--- config.mk ---
export PLATFORM = sky130hd
export DESIGN_NAME = tcdm_xbar_flat
export DESIGN_NICKNAME = d
export VERILOG_FILES = /design/src/common/tcdm_pkg.sv /design/src/common/tcdm_bank_if.sv /design/src/rtl/xbar/tcdm_xbar.sv /design/src/flat_wrapper.sv
export VERILOG_INCLUDE_DIRS = /design/src /design/src/common
export SDC_FILE = /design/constraint.sdc
export NUM_CORES = 1
export LEC_CHECK = 0
export BUFFER_PORTS_ARGS = -buffer_cell sky130_fd_sc_hd__buf_2
export CAP_MARGIN = 25
export CORE_AREA = 2 2 400 402
export DETAILED_ROUTE_END_ITERATION = 10
export DIE_AREA = 0 0 402 404
export SYNTH_ARGS = -nofsm -noshare
export SYNTH_HDL_FRONTEND = slang
export SYNTH_SLANG_ARGS = --single-unit
--- constraint.sdc ---
create_clock -name clk_i -period 7.2 [get_ports clk_i]
set_clock_uncertainty 0.1 [all_clocks]
set_input_delay 0.72 -clock clk_i [delete_from_list [all_inputs] [get_ports clk_i]]
set_output_delay 0.72 -clock clk_i [all_outputs]
set_load 0.005 [all_outputs]
--- src/common/tcdm_consts.svh ---
////////////////////
// size constants of the TCDM subsystem
// port counts, word and address widths, counter width
////////////////////

`ifndef TCDM_CONSTS_SVH
`define TCDM_CONSTS_SVH

// master ports into the crossbar
`define TCDM_NUM_MASTER 4

// word-interleaved banks, must be a power of two
`define TCDM_NUM_BANKS 8

// byte address and data word
`define TCDM_ADDR_WIDTH 32
`define TCDM_DATA_WIDTH 32

// 64 words per bank
`define TCDM_ROW_BITS 6

// statistics counters wrap at this width
`define TCDM_CNT_WIDTH 16

`endif

--- src/common/tcdm_pkg.sv ---
////////////////////
// shared vector types of the TCDM subsystem
////////////////////

`include "tcdm_consts.svh"

package tcdm_pkg;

  // master side
  typedef logic [`TCDM_ADDR_WIDTH-1:0]   addr_t;
  typedef logic [`TCDM_DATA_WIDTH-1:0]   data_t;
  typedef logic [`TCDM_DATA_WIDTH/8-1:0] be_t;

  // address fields, low to high
  // byte offset is dropped, its width places the bank field
  typedef logic [$clog2(`TCDM_DATA_WIDTH/8)-1:0] word_off_t;
  typedef logic [$clog2(`TCDM_NUM_BANKS)-1:0]    bank_idx_t;
  typedef logic [`TCDM_ROW_BITS-1:0]             row_t;

  // master select for arbitration and stats readout
  typedef logic [$clog2(`TCDM_NUM_MASTER)-1:0] master_idx_t;

  // one statistics counter
  typedef logic [`TCDM_CNT_WIDTH-1:0] cnt_t;

endpackage

--- src/common/tcdm_bank_if.sv ---
////////////////////
// per-bank request and read-data bundle
// between crossbar, bank array and counters
////////////////////

`include "tcdm_consts.svh"

interface tcdm_bank_if;
  import tcdm_pkg::*;

  // one entry per bank
  logic  [`TCDM_NUM_BANKS-1:0] cs;
  row_t  [`TCDM_NUM_BANKS-1:0] row;
  logic  [`TCDM_NUM_BANKS-1:0] we;
  data_t [`TCDM_NUM_BANKS-1:0] wdata;
  be_t   [`TCDM_NUM_BANKS-1:0] be;

  // valid one cycle after a read access
  data_t [`TCDM_NUM_BANKS-1:0] rdata;

  modport xbar (
    output cs, row, we, wdata, be,
    input  rdata
  );

  modport bank (
    input  cs, row, we, wdata, be,
    output rdata
  );

  // access counting only
  modport monitor (
    input cs
  );

endinterface

--- src/rtl/xbar/tcdm_xbar.sv ---
////////////////////
// logarithmic crossbar from masters to banks
// address decode, per-bank round-robin, response routing
////////////////////

`include "tcdm_consts.svh"

module tcdm_xbar (
  input  logic                                   clk_i,
  input  logic                                   rst_ni,
  input  logic [`TCDM_NUM_MASTER-1:0]            req_i,
  input  tcdm_pkg::addr_t [`TCDM_NUM_MASTER-1:0] addr_i,
  input  logic [`TCDM_NUM_MASTER-1:0]            we_i,
  input  tcdm_pkg::data_t [`TCDM_NUM_MASTER-1:0] wdata_i,
  input  tcdm_pkg::be_t   [`TCDM_NUM_MASTER-1:0] be_i,
  output logic [`TCDM_NUM_MASTER-1:0]            gnt_o,
  output logic [`TCDM_NUM_MASTER-1:0]            vld_o,
  output tcdm_pkg::data_t [`TCDM_NUM_MASTER-1:0] rdata_o,
  tcdm_bank_if.xbar                              bank_o
);
  import tcdm_pkg::*;

  // bank field sits right above the byte offset, row above the bank field
  localparam int unsigned BankLsb = $bits(word_off_t);
  localparam int unsigned RowLsb  = BankLsb + $bits(bank_idx_t);

  bank_idx_t   [`TCDM_NUM_MASTER-1:0]                     bank_sel;
  row_t        [`TCDM_NUM_MASTER-1:0]                     row_sel;
  logic        [`TCDM_NUM_BANKS-1:0][`TCDM_NUM_MASTER-1:0] bank_req;
  logic        [`TCDM_NUM_BANKS-1:0]                      bank_hit;
  master_idx_t [`TCDM_NUM_BANKS-1:0]                      bank_win;
  master_idx_t [`TCDM_NUM_BANKS-1:0]                      rr_q;
  logic        [`TCDM_NUM_MASTER-1:0]                     vld_q;
  bank_idx_t   [`TCDM_NUM_MASTER-1:0]                     resp_bank_q;

  ////////////////////
  // request side
  ////////////////////

  for (genvar m = 0; m < `TCDM_NUM_MASTER; m++) begin : g_master
    assign bank_sel[m] = addr_i[m][BankLsb +: $bits(bank_idx_t)];
    assign row_sel[m]  = addr_i[m][RowLsb +: $bits(row_t)];

    for (genvar b = 0; b < `TCDM_NUM_BANKS; b++) begin : g_req
      assign bank_req[b][m] = req_i[m] & (bank_sel[m] == bank_idx_t'(b));
    end

    // granted when this master won its target bank
    assign gnt_o[m] = req_i[m] & bank_hit[bank_sel[m]]
                    & (bank_win[bank_sel[m]] == master_idx_t'(m));
  end

  // first requester at or above the pointer, wrapping
  always_comb begin : p_rr_arb
    master_idx_t cand;
    bank_hit = '0;
    bank_win = rr_q;
    for (int b = 0; b < `TCDM_NUM_BANKS; b++) begin
      for (int k = 0; k < `TCDM_NUM_MASTER; k++) begin
        cand = master_idx_t'(rr_q[b] + k);
        if (!bank_hit[b] && bank_req[b][cand]) begin
          bank_hit[b] = 1'b1;
          bank_win[b] = cand;
        end
      end
    end
  end

  // pointer moves past the winner
  always_ff @(posedge clk_i or negedge rst_ni) begin : p_rr_ptr
    if (!rst_ni) begin
      rr_q <= '0;
    end else begin
      for (int b = 0; b < `TCDM_NUM_BANKS; b++) begin
        if (bank_hit[b]) begin
          rr_q[b] <= master_idx_t'(bank_win[b] + 1'b1);
        end
      end
    end
  end

  // winner's payload onto each bank
  for (genvar b = 0; b < `TCDM_NUM_BANKS; b++) begin : g_bank
    assign bank_o.cs[b]    = bank_hit[b];
    assign bank_o.row[b]   = row_sel[bank_win[b]];
    assign bank_o.we[b]    = we_i[bank_win[b]];
    assign bank_o.wdata[b] = wdata_i[bank_win[b]];
    assign bank_o.be[b]    = be_i[bank_win[b]];
  end

  ////////////////////
  // response side
  ////////////////////

  always_ff @(posedge clk_i or negedge rst_ni) begin : p_resp_vld
    if (!rst_ni) begin
      vld_q <= '0;
    end else begin
      vld_q <= gnt_o;
    end
  end

  // remember which bank answers each master
  always_ff @(posedge clk_i) begin : p_resp_bank
    for (int m = 0; m < `TCDM_NUM_MASTER; m++) begin
      if (gnt_o[m]) begin
        resp_bank_q[m] <= bank_sel[m];
      end
    end
  end

  assign vld_o = vld_q;

  for (genvar m = 0; m < `TCDM_NUM_MASTER; m++) begin : g_resp
    assign rdata_o[m] = bank_o.rdata[resp_bank_q[m]];
  end

endmodule

--- src/flat_wrapper.sv ---
// flat-port wrapper written by rule: the top's interface ports become plain ports
module tcdm_xbar_flat import tcdm_pkg::*;
  (clk_i, rst_ni, req_i, addr_i, we_i, wdata_i, be_i, gnt_o, vld_o, rdata_o, bank_o_cs, bank_o_row, bank_o_we, bank_o_wdata, bank_o_be, bank_o_rdata);
  tcdm_bank_if bank_o_i ();
  input  logic clk_i;
  input  logic rst_ni;
  input  logic [`TCDM_NUM_MASTER-1:0] req_i;
  input  tcdm_pkg::addr_t [`TCDM_NUM_MASTER-1:0] addr_i;
  input  logic [`TCDM_NUM_MASTER-1:0] we_i;
  input  tcdm_pkg::data_t [`TCDM_NUM_MASTER-1:0] wdata_i;
  input  tcdm_pkg::be_t   [`TCDM_NUM_MASTER-1:0] be_i;
  output logic [`TCDM_NUM_MASTER-1:0] gnt_o;
  output logic [`TCDM_NUM_MASTER-1:0] vld_o;
  output tcdm_pkg::data_t [`TCDM_NUM_MASTER-1:0] rdata_o;
  output wire logic [$bits(bank_o_i.cs)-1:0] bank_o_cs;
  output wire logic [$bits(bank_o_i.row)-1:0] bank_o_row;
  output wire logic [$bits(bank_o_i.we)-1:0] bank_o_we;
  output wire logic [$bits(bank_o_i.wdata)-1:0] bank_o_wdata;
  output wire logic [$bits(bank_o_i.be)-1:0] bank_o_be;
  input wire logic [$bits(bank_o_i.rdata)-1:0] bank_o_rdata;
  assign bank_o_cs = bank_o_i.cs;
  assign bank_o_row = bank_o_i.row;
  assign bank_o_we = bank_o_i.we;
  assign bank_o_wdata = bank_o_i.wdata;
  assign bank_o_be = bank_o_i.be;
  assign bank_o_i.rdata = bank_o_rdata;
  tcdm_xbar u_core (.clk_i(clk_i), .rst_ni(rst_ni), .req_i(req_i), .addr_i(addr_i), .we_i(we_i), .wdata_i(wdata_i), .be_i(be_i), .gnt_o(gnt_o), .vld_o(vld_o), .rdata_o(rdata_o), .bank_o(bank_o_i));
endmodule
==> out/results.txt <==
die area = 162,400 um2
Num CTS Buffers = 5
row cnt = 146
CTS tree = yes
Setup CP Type = in -> out
clock share of power = 0.031
worst ir drop on vdd = 164.1 uV
syn avg cell area = 8.184 um2
Synth area leaders = mux4_2, mux2_2, nand2_1, mux2i_1, a211oi_1
wire per inst = 28.81 um
routed wire length = 155,000 um
cell leakage power = 11.09 nW
EDFF count, synth = 12
count leader, synth = nand2_1
final hold viol count = 0
Max-slew headroom = 0.2983
Post-Syn Instances = 2,620
DIE WIDTH = 402 um
post-route ant nets = 0
first-pass GRT wire length = 206,500 um
count of cell types in the netlist = 66
slew at the pin closest to its max-slew limit = 1.053 ns
Switching Fraction = 0.5935
Pins Over Slew Limit = 0
Post-DP HPWL = 122,600 um
Critical Path RT = 6.38 ns
post-cts resize count = 0
Util after Layout = 0.1783
status = finished clean
share of layout cells above drive strength 1 = 0.4809
fin crit share = 0.6748
Vias/cell = 4.986
DIE HEIGHT = 404 um
switching power = 4.942 mW
Synth top cells by count = nand2_1, mux2_2, mux4_2, and2_1, a211oi_1
postcts setup bufs = 0
vias in the first global route = 24.10k
root buffer cell = clkbuf_16
Ports = 1,026
Yosys top cell area share = 0.2720
CTS sink count = 32
GR Overflow Total = 0
GRT Resource Usage Total = 0.1793
Worst-Skew Late Latency = 0.29 ns
Initial DRC Count = 2,834
Placed Instance Area = 27,800 um2
Starting Density = 0.1359
Worst Setup End Kind = primary output
Reg power frac = 0.040
First-pass DRT Iterations = 5
Synth Net Count = 3,158
WP data arrival = 4.04 ns
largest net degree at the start of global routing = 76
crit start category = input port
Cell Int Power = 3.384 mW
GP Congestion = 0.9270
IO buf count = 933
clock buffer depth = 2
final instance area = 28,130 um2
Logic pwr share = 0.929
RSZ-0062 raised after global routing = no
Hold Path Class = in -> async
ys async rst share = 0.6250
Core ar. = 157,800 um2
main flop type after synthesis = dfrtp_1
final setup vio count = 0
Crit Path Max Fanout = 50
mapped cell area = 21,440 um2
top cell type by total area after synthesis = mux4_2
PwrDens = 295.9 nW/um2
sequential-to-total area share from yosys stat = 0.04014
area grow syn2layout = 31.21%
Warnings, synthesis = 0
Max Cap Viol = 0
CTS Hold Bufs = 0
vias = 26.82k
initial antenna violation count = 134
Final Critical Period = 4.858 ns
highest achievable clock rate = 205.8 MHz
Seq cells post-synth = 32
Fin Setup TNS = 0 ns
fillcell total = 17.77k
r2r setup slk = 3.93 ns
Worst-path clk slew = 0.07 ns
H-tree depth = 2
DRC viols = 0
Final Power = 8.326 mW
post-layout net count = 3,787
cells by family after synthesis:
kind of cell | Yosys count | share of synthesized area
AND/OR/NAND/NOR | 830 | 0.1871
XOR/XNOR | 4 | 0.001634
buffers and inverters | 391 | 0.07860
multiplexers | 691 | 0.4889
flip-flops | 32 | 0.04014
AO/OA/AOI/OAI | 672 | 0.2036
state kept, by name, indices dropped and copies added (netlist names):
signal	flops
u_core.rr_q	16
u_core.vld_o	4
u_core.resp_bank_q	12
routing by layer:
metal	GRT usage	up-vias	routed length, um	part of all wire
met5	0	-	591	0.0038
met1	0.1982	13260	55040	0.36
met2	0.3013	1718	72800	0.47
met4	0.07743	80	8682	0.056
li1	-	11340	-	-
met3	0.07414	432	17860	0.12
layout make-up:
class,instances,area [um2],share of cell area
antenna,57,142.6,0.005070
multi-input combinational,2197,19090,0.6784
tap,2072,2592,0.09215
sequential,32,860.8,0.03060
clock inverter,3,42.54,0.001512
clock buffer,5,125.1,0.004447
timing repair buffer,993,5210,0.1852
inverter,20,75.07,0.002668
through the flow:
step / instances / hold slack (ns) / worst slack (ns)
final: 5379 / 0.3293 / 2.342
after global routing: 5352 / 0.3674 / 2.154
after CTS: 5321 / 0.3520 / 2.382
after detailed placement: 5313 / 0.4779 / 2.389
after global placement: 5311 / 0.4711 / 2.389
after floorplan: 2620 / 0.3244 / 3.626
critical path, cell delays in order:
cell,delay [ns]
buf_2,0.19
or4b_4,0.61
a22oi_2,0.27
o21a_4,0.80
buf_4,0.73
mux2i_1,0.16
a21oi_1,0.19
buf_2,0.23
worst paths after layout:
path	cells after the start	end	startpoint
max reg2reg	8	u_core.resp_bank_q[2]$_DFFE_PP_	u_core.rr_q[13]$_DFFE_PN0N_
min in group clk_i	2	u_core.rr_q[0]$_DFFE_PN0N_	u_core.rr_q[0]$_DFFE_PN0N_
max	8	bank_o_be[2]	addr_i[67]
min	1	u_core.vld_o[0]$_DFF_PN0_	rst_ni
max in group asynchronous	1	u_core.vld_o[3]$_DFF_PN0_	rst_ni
min reg2reg	2	u_core.rr_q[0]$_DFFE_PN0N_	u_core.rr_q[0]$_DFFE_PN0N_
placed cells by master (no fill, tap or decap), types with 7 or more instances in the layout:
cell,count
nand4bb_1,7
buf_2,933
dfrtp_1,20
mux2_2,260
inv_1,20
buf_4,53
nand3_1,8
nand4b_1,12
nand4_1,8
o21ai_1,29
a21oi_1,62
edfxtp_1,12
nor3_1,13
mux4_2,259
and2_1,219
mux2i_1,172
a211oi_2,10
a211oi_1,207
nand2_1,491
diode_2,57
nand2b_1,7
nor2_1,34
o22ai_1,14
a31oi_1,180
o21ai_0,123
power groups by stage:
stage,clock [mW],combinational (mW),sequential (mW)
detailed placement,0,7.71,0.332
finish,0.258,7.74,0.330
floorplan,0,4.27,0.287
global route,0.274,8.29,0.339
global placement,0,7.63,0.327
CTS,0.270,7.74,0.328
No activity file was read; power rests on OpenSTA's default activity.
