## src/common/tcdm_consts.svh

```systemverilog
////////////////////
// size constants of the TCDM subsystem
// port counts, word and address widths, counter width
////////////////////

`ifndef TCDM_CONSTS_SVH
`define TCDM_CONSTS_SVH

// master ports into the crossbar
`define TCDM_NUM_MASTER 4

// word-interleaved banks, must be a power of two
`define TCDM_NUM_BANKS 8

// byte address and data word
`define TCDM_ADDR_WIDTH 32
`define TCDM_DATA_WIDTH 32

// 64 words per bank
`define TCDM_ROW_BITS 6

// statistics counters wrap at this width
`define TCDM_CNT_WIDTH 16

`endif

```

## src/common/tcdm_pkg.sv

```systemverilog
////////////////////
// shared vector types of the TCDM subsystem
////////////////////

`include "tcdm_consts.svh"

package tcdm_pkg;

  // master side
  typedef logic [`TCDM_ADDR_WIDTH-1:0]   addr_t;
  typedef logic [`TCDM_DATA_WIDTH-1:0]   data_t;
  typedef logic [`TCDM_DATA_WIDTH/8-1:0] be_t;

  // address fields, low to high
  // byte offset is dropped, its width places the bank field
  typedef logic [$clog2(`TCDM_DATA_WIDTH/8)-1:0] word_off_t;
  typedef logic [$clog2(`TCDM_NUM_BANKS)-1:0]    bank_idx_t;
  typedef logic [`TCDM_ROW_BITS-1:0]             row_t;

  // master select for arbitration and stats readout
  typedef logic [$clog2(`TCDM_NUM_MASTER)-1:0] master_idx_t;

  // one statistics counter
  typedef logic [`TCDM_CNT_WIDTH-1:0] cnt_t;

endpackage

```

## src/common/tcdm_bank_if.sv

```systemverilog
////////////////////
// per-bank request and read-data bundle
// between crossbar, bank array and counters
////////////////////

`include "tcdm_consts.svh"

interface tcdm_bank_if;
  import tcdm_pkg::*;

  // one entry per bank
  logic  [`TCDM_NUM_BANKS-1:0] cs;
  row_t  [`TCDM_NUM_BANKS-1:0] row;
  logic  [`TCDM_NUM_BANKS-1:0] we;
  data_t [`TCDM_NUM_BANKS-1:0] wdata;
  be_t   [`TCDM_NUM_BANKS-1:0] be;

  // valid one cycle after a read access
  data_t [`TCDM_NUM_BANKS-1:0] rdata;

  modport xbar (
    output cs, row, we, wdata, be,
    input  rdata
  );

  modport bank (
    input  cs, row, we, wdata, be,
    output rdata
  );

  // access counting only
  modport monitor (
    input cs
  );

endinterface

```

## src/rtl/tcdm_perf_counters.sv

```systemverilog
////////////////////
// traffic statistics
// per-master request, grant and wait counts, per-bank accesses
////////////////////

`include "tcdm_consts.svh"

module tcdm_perf_counters (
  input  logic                        clk_i,
  input  logic                        rst_ni,
  input  logic                        clr_i,
  input  logic [`TCDM_NUM_MASTER-1:0] req_i,
  input  logic [`TCDM_NUM_MASTER-1:0] gnt_i,
  tcdm_bank_if.monitor                bank_i,
  input  tcdm_pkg::master_idx_t       stat_master_i,
  input  tcdm_pkg::bank_idx_t         stat_bank_i,
  output tcdm_pkg::cnt_t              req_cnt_o,
  output tcdm_pkg::cnt_t              gnt_cnt_o,
  output tcdm_pkg::cnt_t              wait_cnt_o,
  output tcdm_pkg::cnt_t              bank_cnt_o
);
  import tcdm_pkg::*;

  cnt_t req_cnt_q  [`TCDM_NUM_MASTER];
  cnt_t gnt_cnt_q  [`TCDM_NUM_MASTER];
  cnt_t wait_cnt_q [`TCDM_NUM_MASTER];
  cnt_t bank_cnt_q [`TCDM_NUM_BANKS];

  ////////////////////
  // master counters
  ////////////////////

  always_ff @(posedge clk_i or negedge rst_ni) begin : p_master_cnt
    if (!rst_ni) begin
      req_cnt_q  <= '{default: '0};
      gnt_cnt_q  <= '{default: '0};
      wait_cnt_q <= '{default: '0};
    end else if (clr_i) begin
      req_cnt_q  <= '{default: '0};
      gnt_cnt_q  <= '{default: '0};
      wait_cnt_q <= '{default: '0};
    end else begin
      for (int m = 0; m < `TCDM_NUM_MASTER; m++) begin
        if (req_i[m]) begin
          req_cnt_q[m] <= req_cnt_q[m] + 1'b1;
        end
        if (gnt_i[m]) begin
          gnt_cnt_q[m] <= gnt_cnt_q[m] + 1'b1;
        end
        // stalled cycle
        if (req_i[m] && !gnt_i[m]) begin
          wait_cnt_q[m] <= wait_cnt_q[m] + 1'b1;
        end
      end
    end
  end

  ////////////////////
  // bank counters
  ////////////////////

  // banks never refuse, so cs is an access
  always_ff @(posedge clk_i or negedge rst_ni) begin : p_bank_cnt
    if (!rst_ni) begin
      bank_cnt_q <= '{default: '0};
    end else if (clr_i) begin
      bank_cnt_q <= '{default: '0};
    end else begin
      for (int b = 0; b < `TCDM_NUM_BANKS; b++) begin
        if (bank_i.cs[b]) begin
          bank_cnt_q[b] <= bank_cnt_q[b] + 1'b1;
        end
      end
    end
  end

  // readout
  assign req_cnt_o  = req_cnt_q[stat_master_i];
  assign gnt_cnt_o  = gnt_cnt_q[stat_master_i];
  assign wait_cnt_o = wait_cnt_q[stat_master_i];
  assign bank_cnt_o = bank_cnt_q[stat_bank_i];

endmodule

```

## src/flat_wrapper.sv

```systemverilog
// flat-port wrapper written by rule: the top's interface ports become plain ports
module tcdm_perf_counters_flat import tcdm_pkg::*;
  (clk_i, rst_ni, clr_i, req_i, gnt_i, stat_master_i, stat_bank_i, req_cnt_o, gnt_cnt_o, wait_cnt_o, bank_cnt_o, bank_i_cs);
  tcdm_bank_if bank_i_i ();
  input  logic clk_i;
  input  logic rst_ni;
  input  logic clr_i;
  input  logic [`TCDM_NUM_MASTER-1:0] req_i;
  input  logic [`TCDM_NUM_MASTER-1:0] gnt_i;
  input  tcdm_pkg::master_idx_t stat_master_i;
  input  tcdm_pkg::bank_idx_t stat_bank_i;
  output tcdm_pkg::cnt_t req_cnt_o;
  output tcdm_pkg::cnt_t gnt_cnt_o;
  output tcdm_pkg::cnt_t wait_cnt_o;
  output tcdm_pkg::cnt_t bank_cnt_o;
  input wire logic [$bits(bank_i_i.cs)-1:0] bank_i_cs;
  assign bank_i_i.cs = bank_i_cs;
  tcdm_perf_counters u_core (.clk_i(clk_i), .rst_ni(rst_ni), .clr_i(clr_i), .req_i(req_i), .gnt_i(gnt_i), .bank_i(bank_i_i), .stat_master_i(stat_master_i), .stat_bank_i(stat_bank_i), .req_cnt_o(req_cnt_o), .gnt_cnt_o(gnt_cnt_o), .wait_cnt_o(wait_cnt_o), .bank_cnt_o(bank_cnt_o));
endmodule
```

## config.mk

```make
export PLATFORM = sky130hd
export DESIGN_NAME = tcdm_perf_counters_flat
export DESIGN_NICKNAME = d
export VERILOG_FILES = /design/src/common/tcdm_pkg.sv /design/src/common/tcdm_bank_if.sv /design/src/rtl/tcdm_perf_counters.sv /design/src/flat_wrapper.sv
export VERILOG_INCLUDE_DIRS = /design/src /design/src/common
export SDC_FILE = /design/constraint.sdc
export NUM_CORES = 1
export LEC_CHECK = 0
export ABC_CLOCK_PERIOD_IN_PS = 3500
export BUFFER_PORTS_ARGS = -buffer_cell sky130_fd_sc_hd__buf_4
export CAP_MARGIN = 20
export CELL_PAD_IN_SITES_DETAIL_PLACEMENT = 1
export CELL_PAD_IN_SITES_GLOBAL_PLACEMENT = 1
export CORE_MARGIN = 3
export CORE_UTILIZATION = 35
export CTS_BUF_LIST = sky130_fd_sc_hd__clkbuf_2
export DETAILED_ROUTE_END_ITERATION = 6
export GPL_TIMING_DRIVEN = 0
export PLACE_DENSITY = 0.68
export SETUP_SLACK_MARGIN = 0.02
export SLEW_MARGIN = 20
export SYNTH_ARGS = -nofsm -noshare
export SYNTH_HDL_FRONTEND = slang
export SYNTH_SLANG_ARGS = --single-unit
```

## constraint.sdc

```tcl
create_clock -name clk_i -period 3.5 [get_ports clk_i]
set_input_delay 0.175 -clock clk_i [delete_from_list [all_inputs] [get_ports clk_i]]
set_output_delay 0.175 -clock clk_i [all_outputs]
set_load 0.02 [all_outputs]
```

==> reports/results.txt <==
The run finished with clean final reports. Synthesis inferred 320 register bits. The worst register-to-register path begins at u_core.gnt_cnt_q[34]$_DFFE_PN0P_.

For the final database, setup skew stands at 0.0748 ns. Setup violations remaining at the end of the flow were counted as 0. Entering global routing, the biggest net connects 95 pins. For this run, the post-layout net count is 1972. The max-cap violation count was 0; the part of the Yosys area used for sequential elements was 45.1%.

Share of synthesized flip-flops with an asynchronous set or reset: 100%. The die is 231 um tall. After the first detailed-routing iteration, the DRC count stood at 894. The CTS buffer count is 94.

The share of Yosys cell area claimed by the top area cell type is 45.1%. Measured along the x axis, the die boundary spans 231 um. For this design the static power due to leakage is 8.44 nW. STA classifies the critical path endpoint as a primary output.

In this run the worst path has a maximum fanout of 5. The total area inside the core boundary comes to 0.0496 mm^2. After detailed routing, the average wire length per cell comes to 20.2 um.

Summed over all nets, the switching power comes to 0.00217 W. Summed over all nets, the half-perimeter wirelength after detailed placement is 39100 um. The run gives 20.4% as the total track usage.

The tools report the total global routing overflow as 0. Once layout is complete, the utilization of the core stands at 41.2%. Kind of path behind the tightest hold check: primary input to flop.

In this run, synthesis inferred 0 flip-flops with an integrated enable. STA puts the critical path data required time at 3.32 ns. Using the TritonRoute via totals, the vias-per-cell ratio works out to 5.41. Worst-case clock buffer depth: 3. The tools report the weighted congestion at the end of routability-driven global placement as 0.831. The run gives 0 as the residual DRC count.

Pin placement for this block handled 88 I/O pins. Sequential cells burn 52.6% of the power. The destination of the worst hold path is u_core.req_cnt_q[50]$_DFFE_PN0P_.

The length in cells of the worst reg-to-reg path works out to 4. For this run, the number of Yosys warnings is 0. Clock-pin slew was measured on the worst setup and hold paths at 0.11 ns. The first global-routing pass estimated 86600 um of wire.

The CTS H-tree depth was 3. The start point of the worst hold path is req_i[0]. The remaining number of nets flagged by the antenna check after routing is 0, and the internal power of the cells is 0.00506 W. The synthesized netlist occupies a cell area of 0.0177 mm^2. STA classifies the critical path startpoint as a flop. For this design the ratio of total power to cell area is 354 mW/mm^2.

Of the total power, the share spent switching nets is 30.0%. The relative area change from synthesis to final layout was 15.1%. Of the total power, the clock network draws 39.6%. TritonCTS built the clock tree. Summed over all layers, the routed wires come to 53800 um.

The final worst-path cycle share was 77.6%; the number of cells produced by synthesis was 1723. The die covers 0.0534 mm^2. Along the worst hold path, the cell count comes to 5. The standard-cell row count is 81.

Data arrives at the worst endpoint at 2.54 ns. Final critical delay including setup and external delays: 2.72 ns. Leaving out fill and tap cells, the most frequent cell in the layout is dfrtp_1. The logs give 5 for the number of search-and-repair iterations in the first detailed-routing pass and 368 MHz for the maximum operating frequency. The average footprint of a synthesized cell is 10.3 um^2, and the via count of the first global-routing pass is 15500. The netlist uses 44 different library cells. The count of hold buffers inserted by post-cts repair was 36. Leaving out fill and tap cells, the most frequent cells in the layout are dfrtp_1 (320), nor2_1 (294), clkbuf_2 (137), xnor2_1 (123), nand3_1 (97). The run gives 320 as the number of clock sinks seen by CTS.

Among all flip-flop cells after synthesis, the most frequent one is dfrtp_1. For flop-to-flop paths, the worst setup slack is 1.29 ns. At the later pin of the worst-skew pair, clock insertion delay measures 1.05 ns. Of the cells placed in the final design, the portion with a size suffix greater than 1 is 19.3%. The final number of max-transition violations came out at 0. For the pin with the worst max-slew slack, the measured transition is 0.928 ns. The overall via count from detail_route came out at 14500. The run gives 37.5% as the relative max-transition margin.

Sorting the synthesized cells by area gives the leading types as dfrtp_1 (45%), mux4_2 (10%), nor2_1 (6.2%). Setup repair after global routing left no endpoint under its margin. Reg-to-reg critical path endpoint: u_core.gnt_cnt_q[47]$_DFFE_PN0P_.

Timing analysis after detailed placement gives a worst setup slack of 0.982 ns. The count of buffers added on input and output ports is 70. The root buffer cell chosen for the clock tree is clkbuf_2. In this run the post-CTS setup repair buffer count came out at 0.

The number of antenna violations at the first check in global routing came out at 2. Start-to-end type of the worst setup path: flop to primary output. After clock tree synthesis, the repair step resized 0 gates. Summed over all instances, the cell type with the most area after synthesis is dfrtp_1.

Once the floorplan was initialized, standard cells occupied 35.8% of the core. VDD sags by at most 213 uV. Number of hold violations in the final report: 0. The total nets after synthesis was 1767. For the combinational cell fraction of total power, the log shows 7.8%. Across all setup checks in the final design, the least slack found is 0.784 ns.
-- worst max path at each step --
stage,endpoint,depth (start not counted),slack (ns),start
4_1_cts,bank_cnt_o[9],3,0.64,u_core.bank_cnt_q[73]$_DFFE_PN0P_
5_1_grt,bank_cnt_o[9],3,0.61,u_core.bank_cnt_q[73]$_DFFE_PN0P_
3_5_place_dp,u_core.wait_cnt_q[54]$_DFFE_PN0P_,6,0.98,clr_i
2_1_floorplan,bank_cnt_o[2],4,1.79,stat_bank_i[0]
6_report,bank_cnt_o[9],3,0.78,u_core.bank_cnt_q[73]$_DFFE_PN0P_
3_3_place_gp,u_core.bank_cnt_q[1]$_DFFE_PN0P_,1,-0.96,rst_ni
-- layout make-up --
class | instances | area, um^2
Fill cell | 5650 | 29100
Multi-Input combinational cell | 1290 | 9270
Sequential cell | 320 | 8010
Timing Repair Buffer | 109 | 993
Tap cell | 664 | 831
Clock buffer | 135 | 676
Buffer | 87 | 367
Clock inverter | 34 | 161
Inverter | 26 | 97.6
Antenna cell | 6 | 15.0
-- power groups by stage --
stage	combinational (W)	sequential, W	clock, W
CTS	0.000576	0.00380	0.00300
detailed placement	0.000539	0.00388	0
global route	0.000629	0.00382	0.00322
finish	0.000564	0.00381	0.00287
floorplan	0.000307	0.00385	0
global placement	0.000508	0.00387	0
-- critical path, stage by stage (launching register included) --
cell     delay (ns)
dfrtp_1        0.47
mux4_2         0.54
mux2_2         0.32
buf_4          0.17
-- flip-flops by register name, indices dropped and copies added, names as in the netlist --
| register | flops |
|---|---|
| u_core.wait_cnt_q | 64 |
| u_core.req_cnt_q | 64 |
| u_core.gnt_cnt_q | 64 |
| u_core.bank_cnt_q | 128 |
-- layer usage --
| metal | up-vias | routed length [um] | GRT usage, % |
|---|---|---|---|
| met3 | 93 | 2380 | 3.85 |
| met5 | - | 0 | 0 |
| met2 | 292 | 25600 | 33.4 |
| met1 | 7453 | 24600 | 27.6 |
| li1 | 6613 | - | - |
| met4 | 0 | 1240 | 6.26 |
-- Yosys cell counts, types with 6 or more instances --
master    count
xor2_1       94
buf_2        14
clkbuf_1     62
mux2i_1      19
and3_1       19
and4b_1       7
ha_1         20
nand2b_1     10
o21ai_0      36
nand2_1      90
mux2_2       48
a21oi_1      52
and4_1       12
buf_1         8
nor2_1      294
mux4_2       79
a31o_2       10
nor4_2        6
nand4_1      83
xnor2_1     123
inv_1        26
nand3_1      97
or3_1        38
nor3_1       50
nor2b_1      36
dfrtp_1     320
nor4_1       42
-- metrics by stage --
step / power, W / cell area (um^2) / instances / hold slack, ns / TNS (ns)
2_1_floorplan: 0.00416 / 17700 / 1723 / -0.121 / 0
3_3_place_gp: 0.00438 / 19100 / 2457 / 0.463 / -296.33
3_5_place_dp: 0.00442 / 19200 / 2460 / 0.135 / 0
4_1_cts: 0.00738 / 20400 / 2665 / 0.00999 / 0
5_1_grt: 0.00766 / 20400 / 2670 / 0.0238 / 0
6_report: 0.00723 / 20400 / 2671 / 0.130 / 0
-- cells by family after synthesis --
family                   share of synthesized area [%]
AO/OA/AOI/OAI                                     3.28
flip-flops                                        45.1
XOR/XNOR                                          10.7
multiplexers                                      14.3
adder cells (fa/ha/maj)                           1.41
AND/OR/NAND/NOR                                   22.6
buffers and inverters                             2.61
Power figures use the tool's default switching activity.
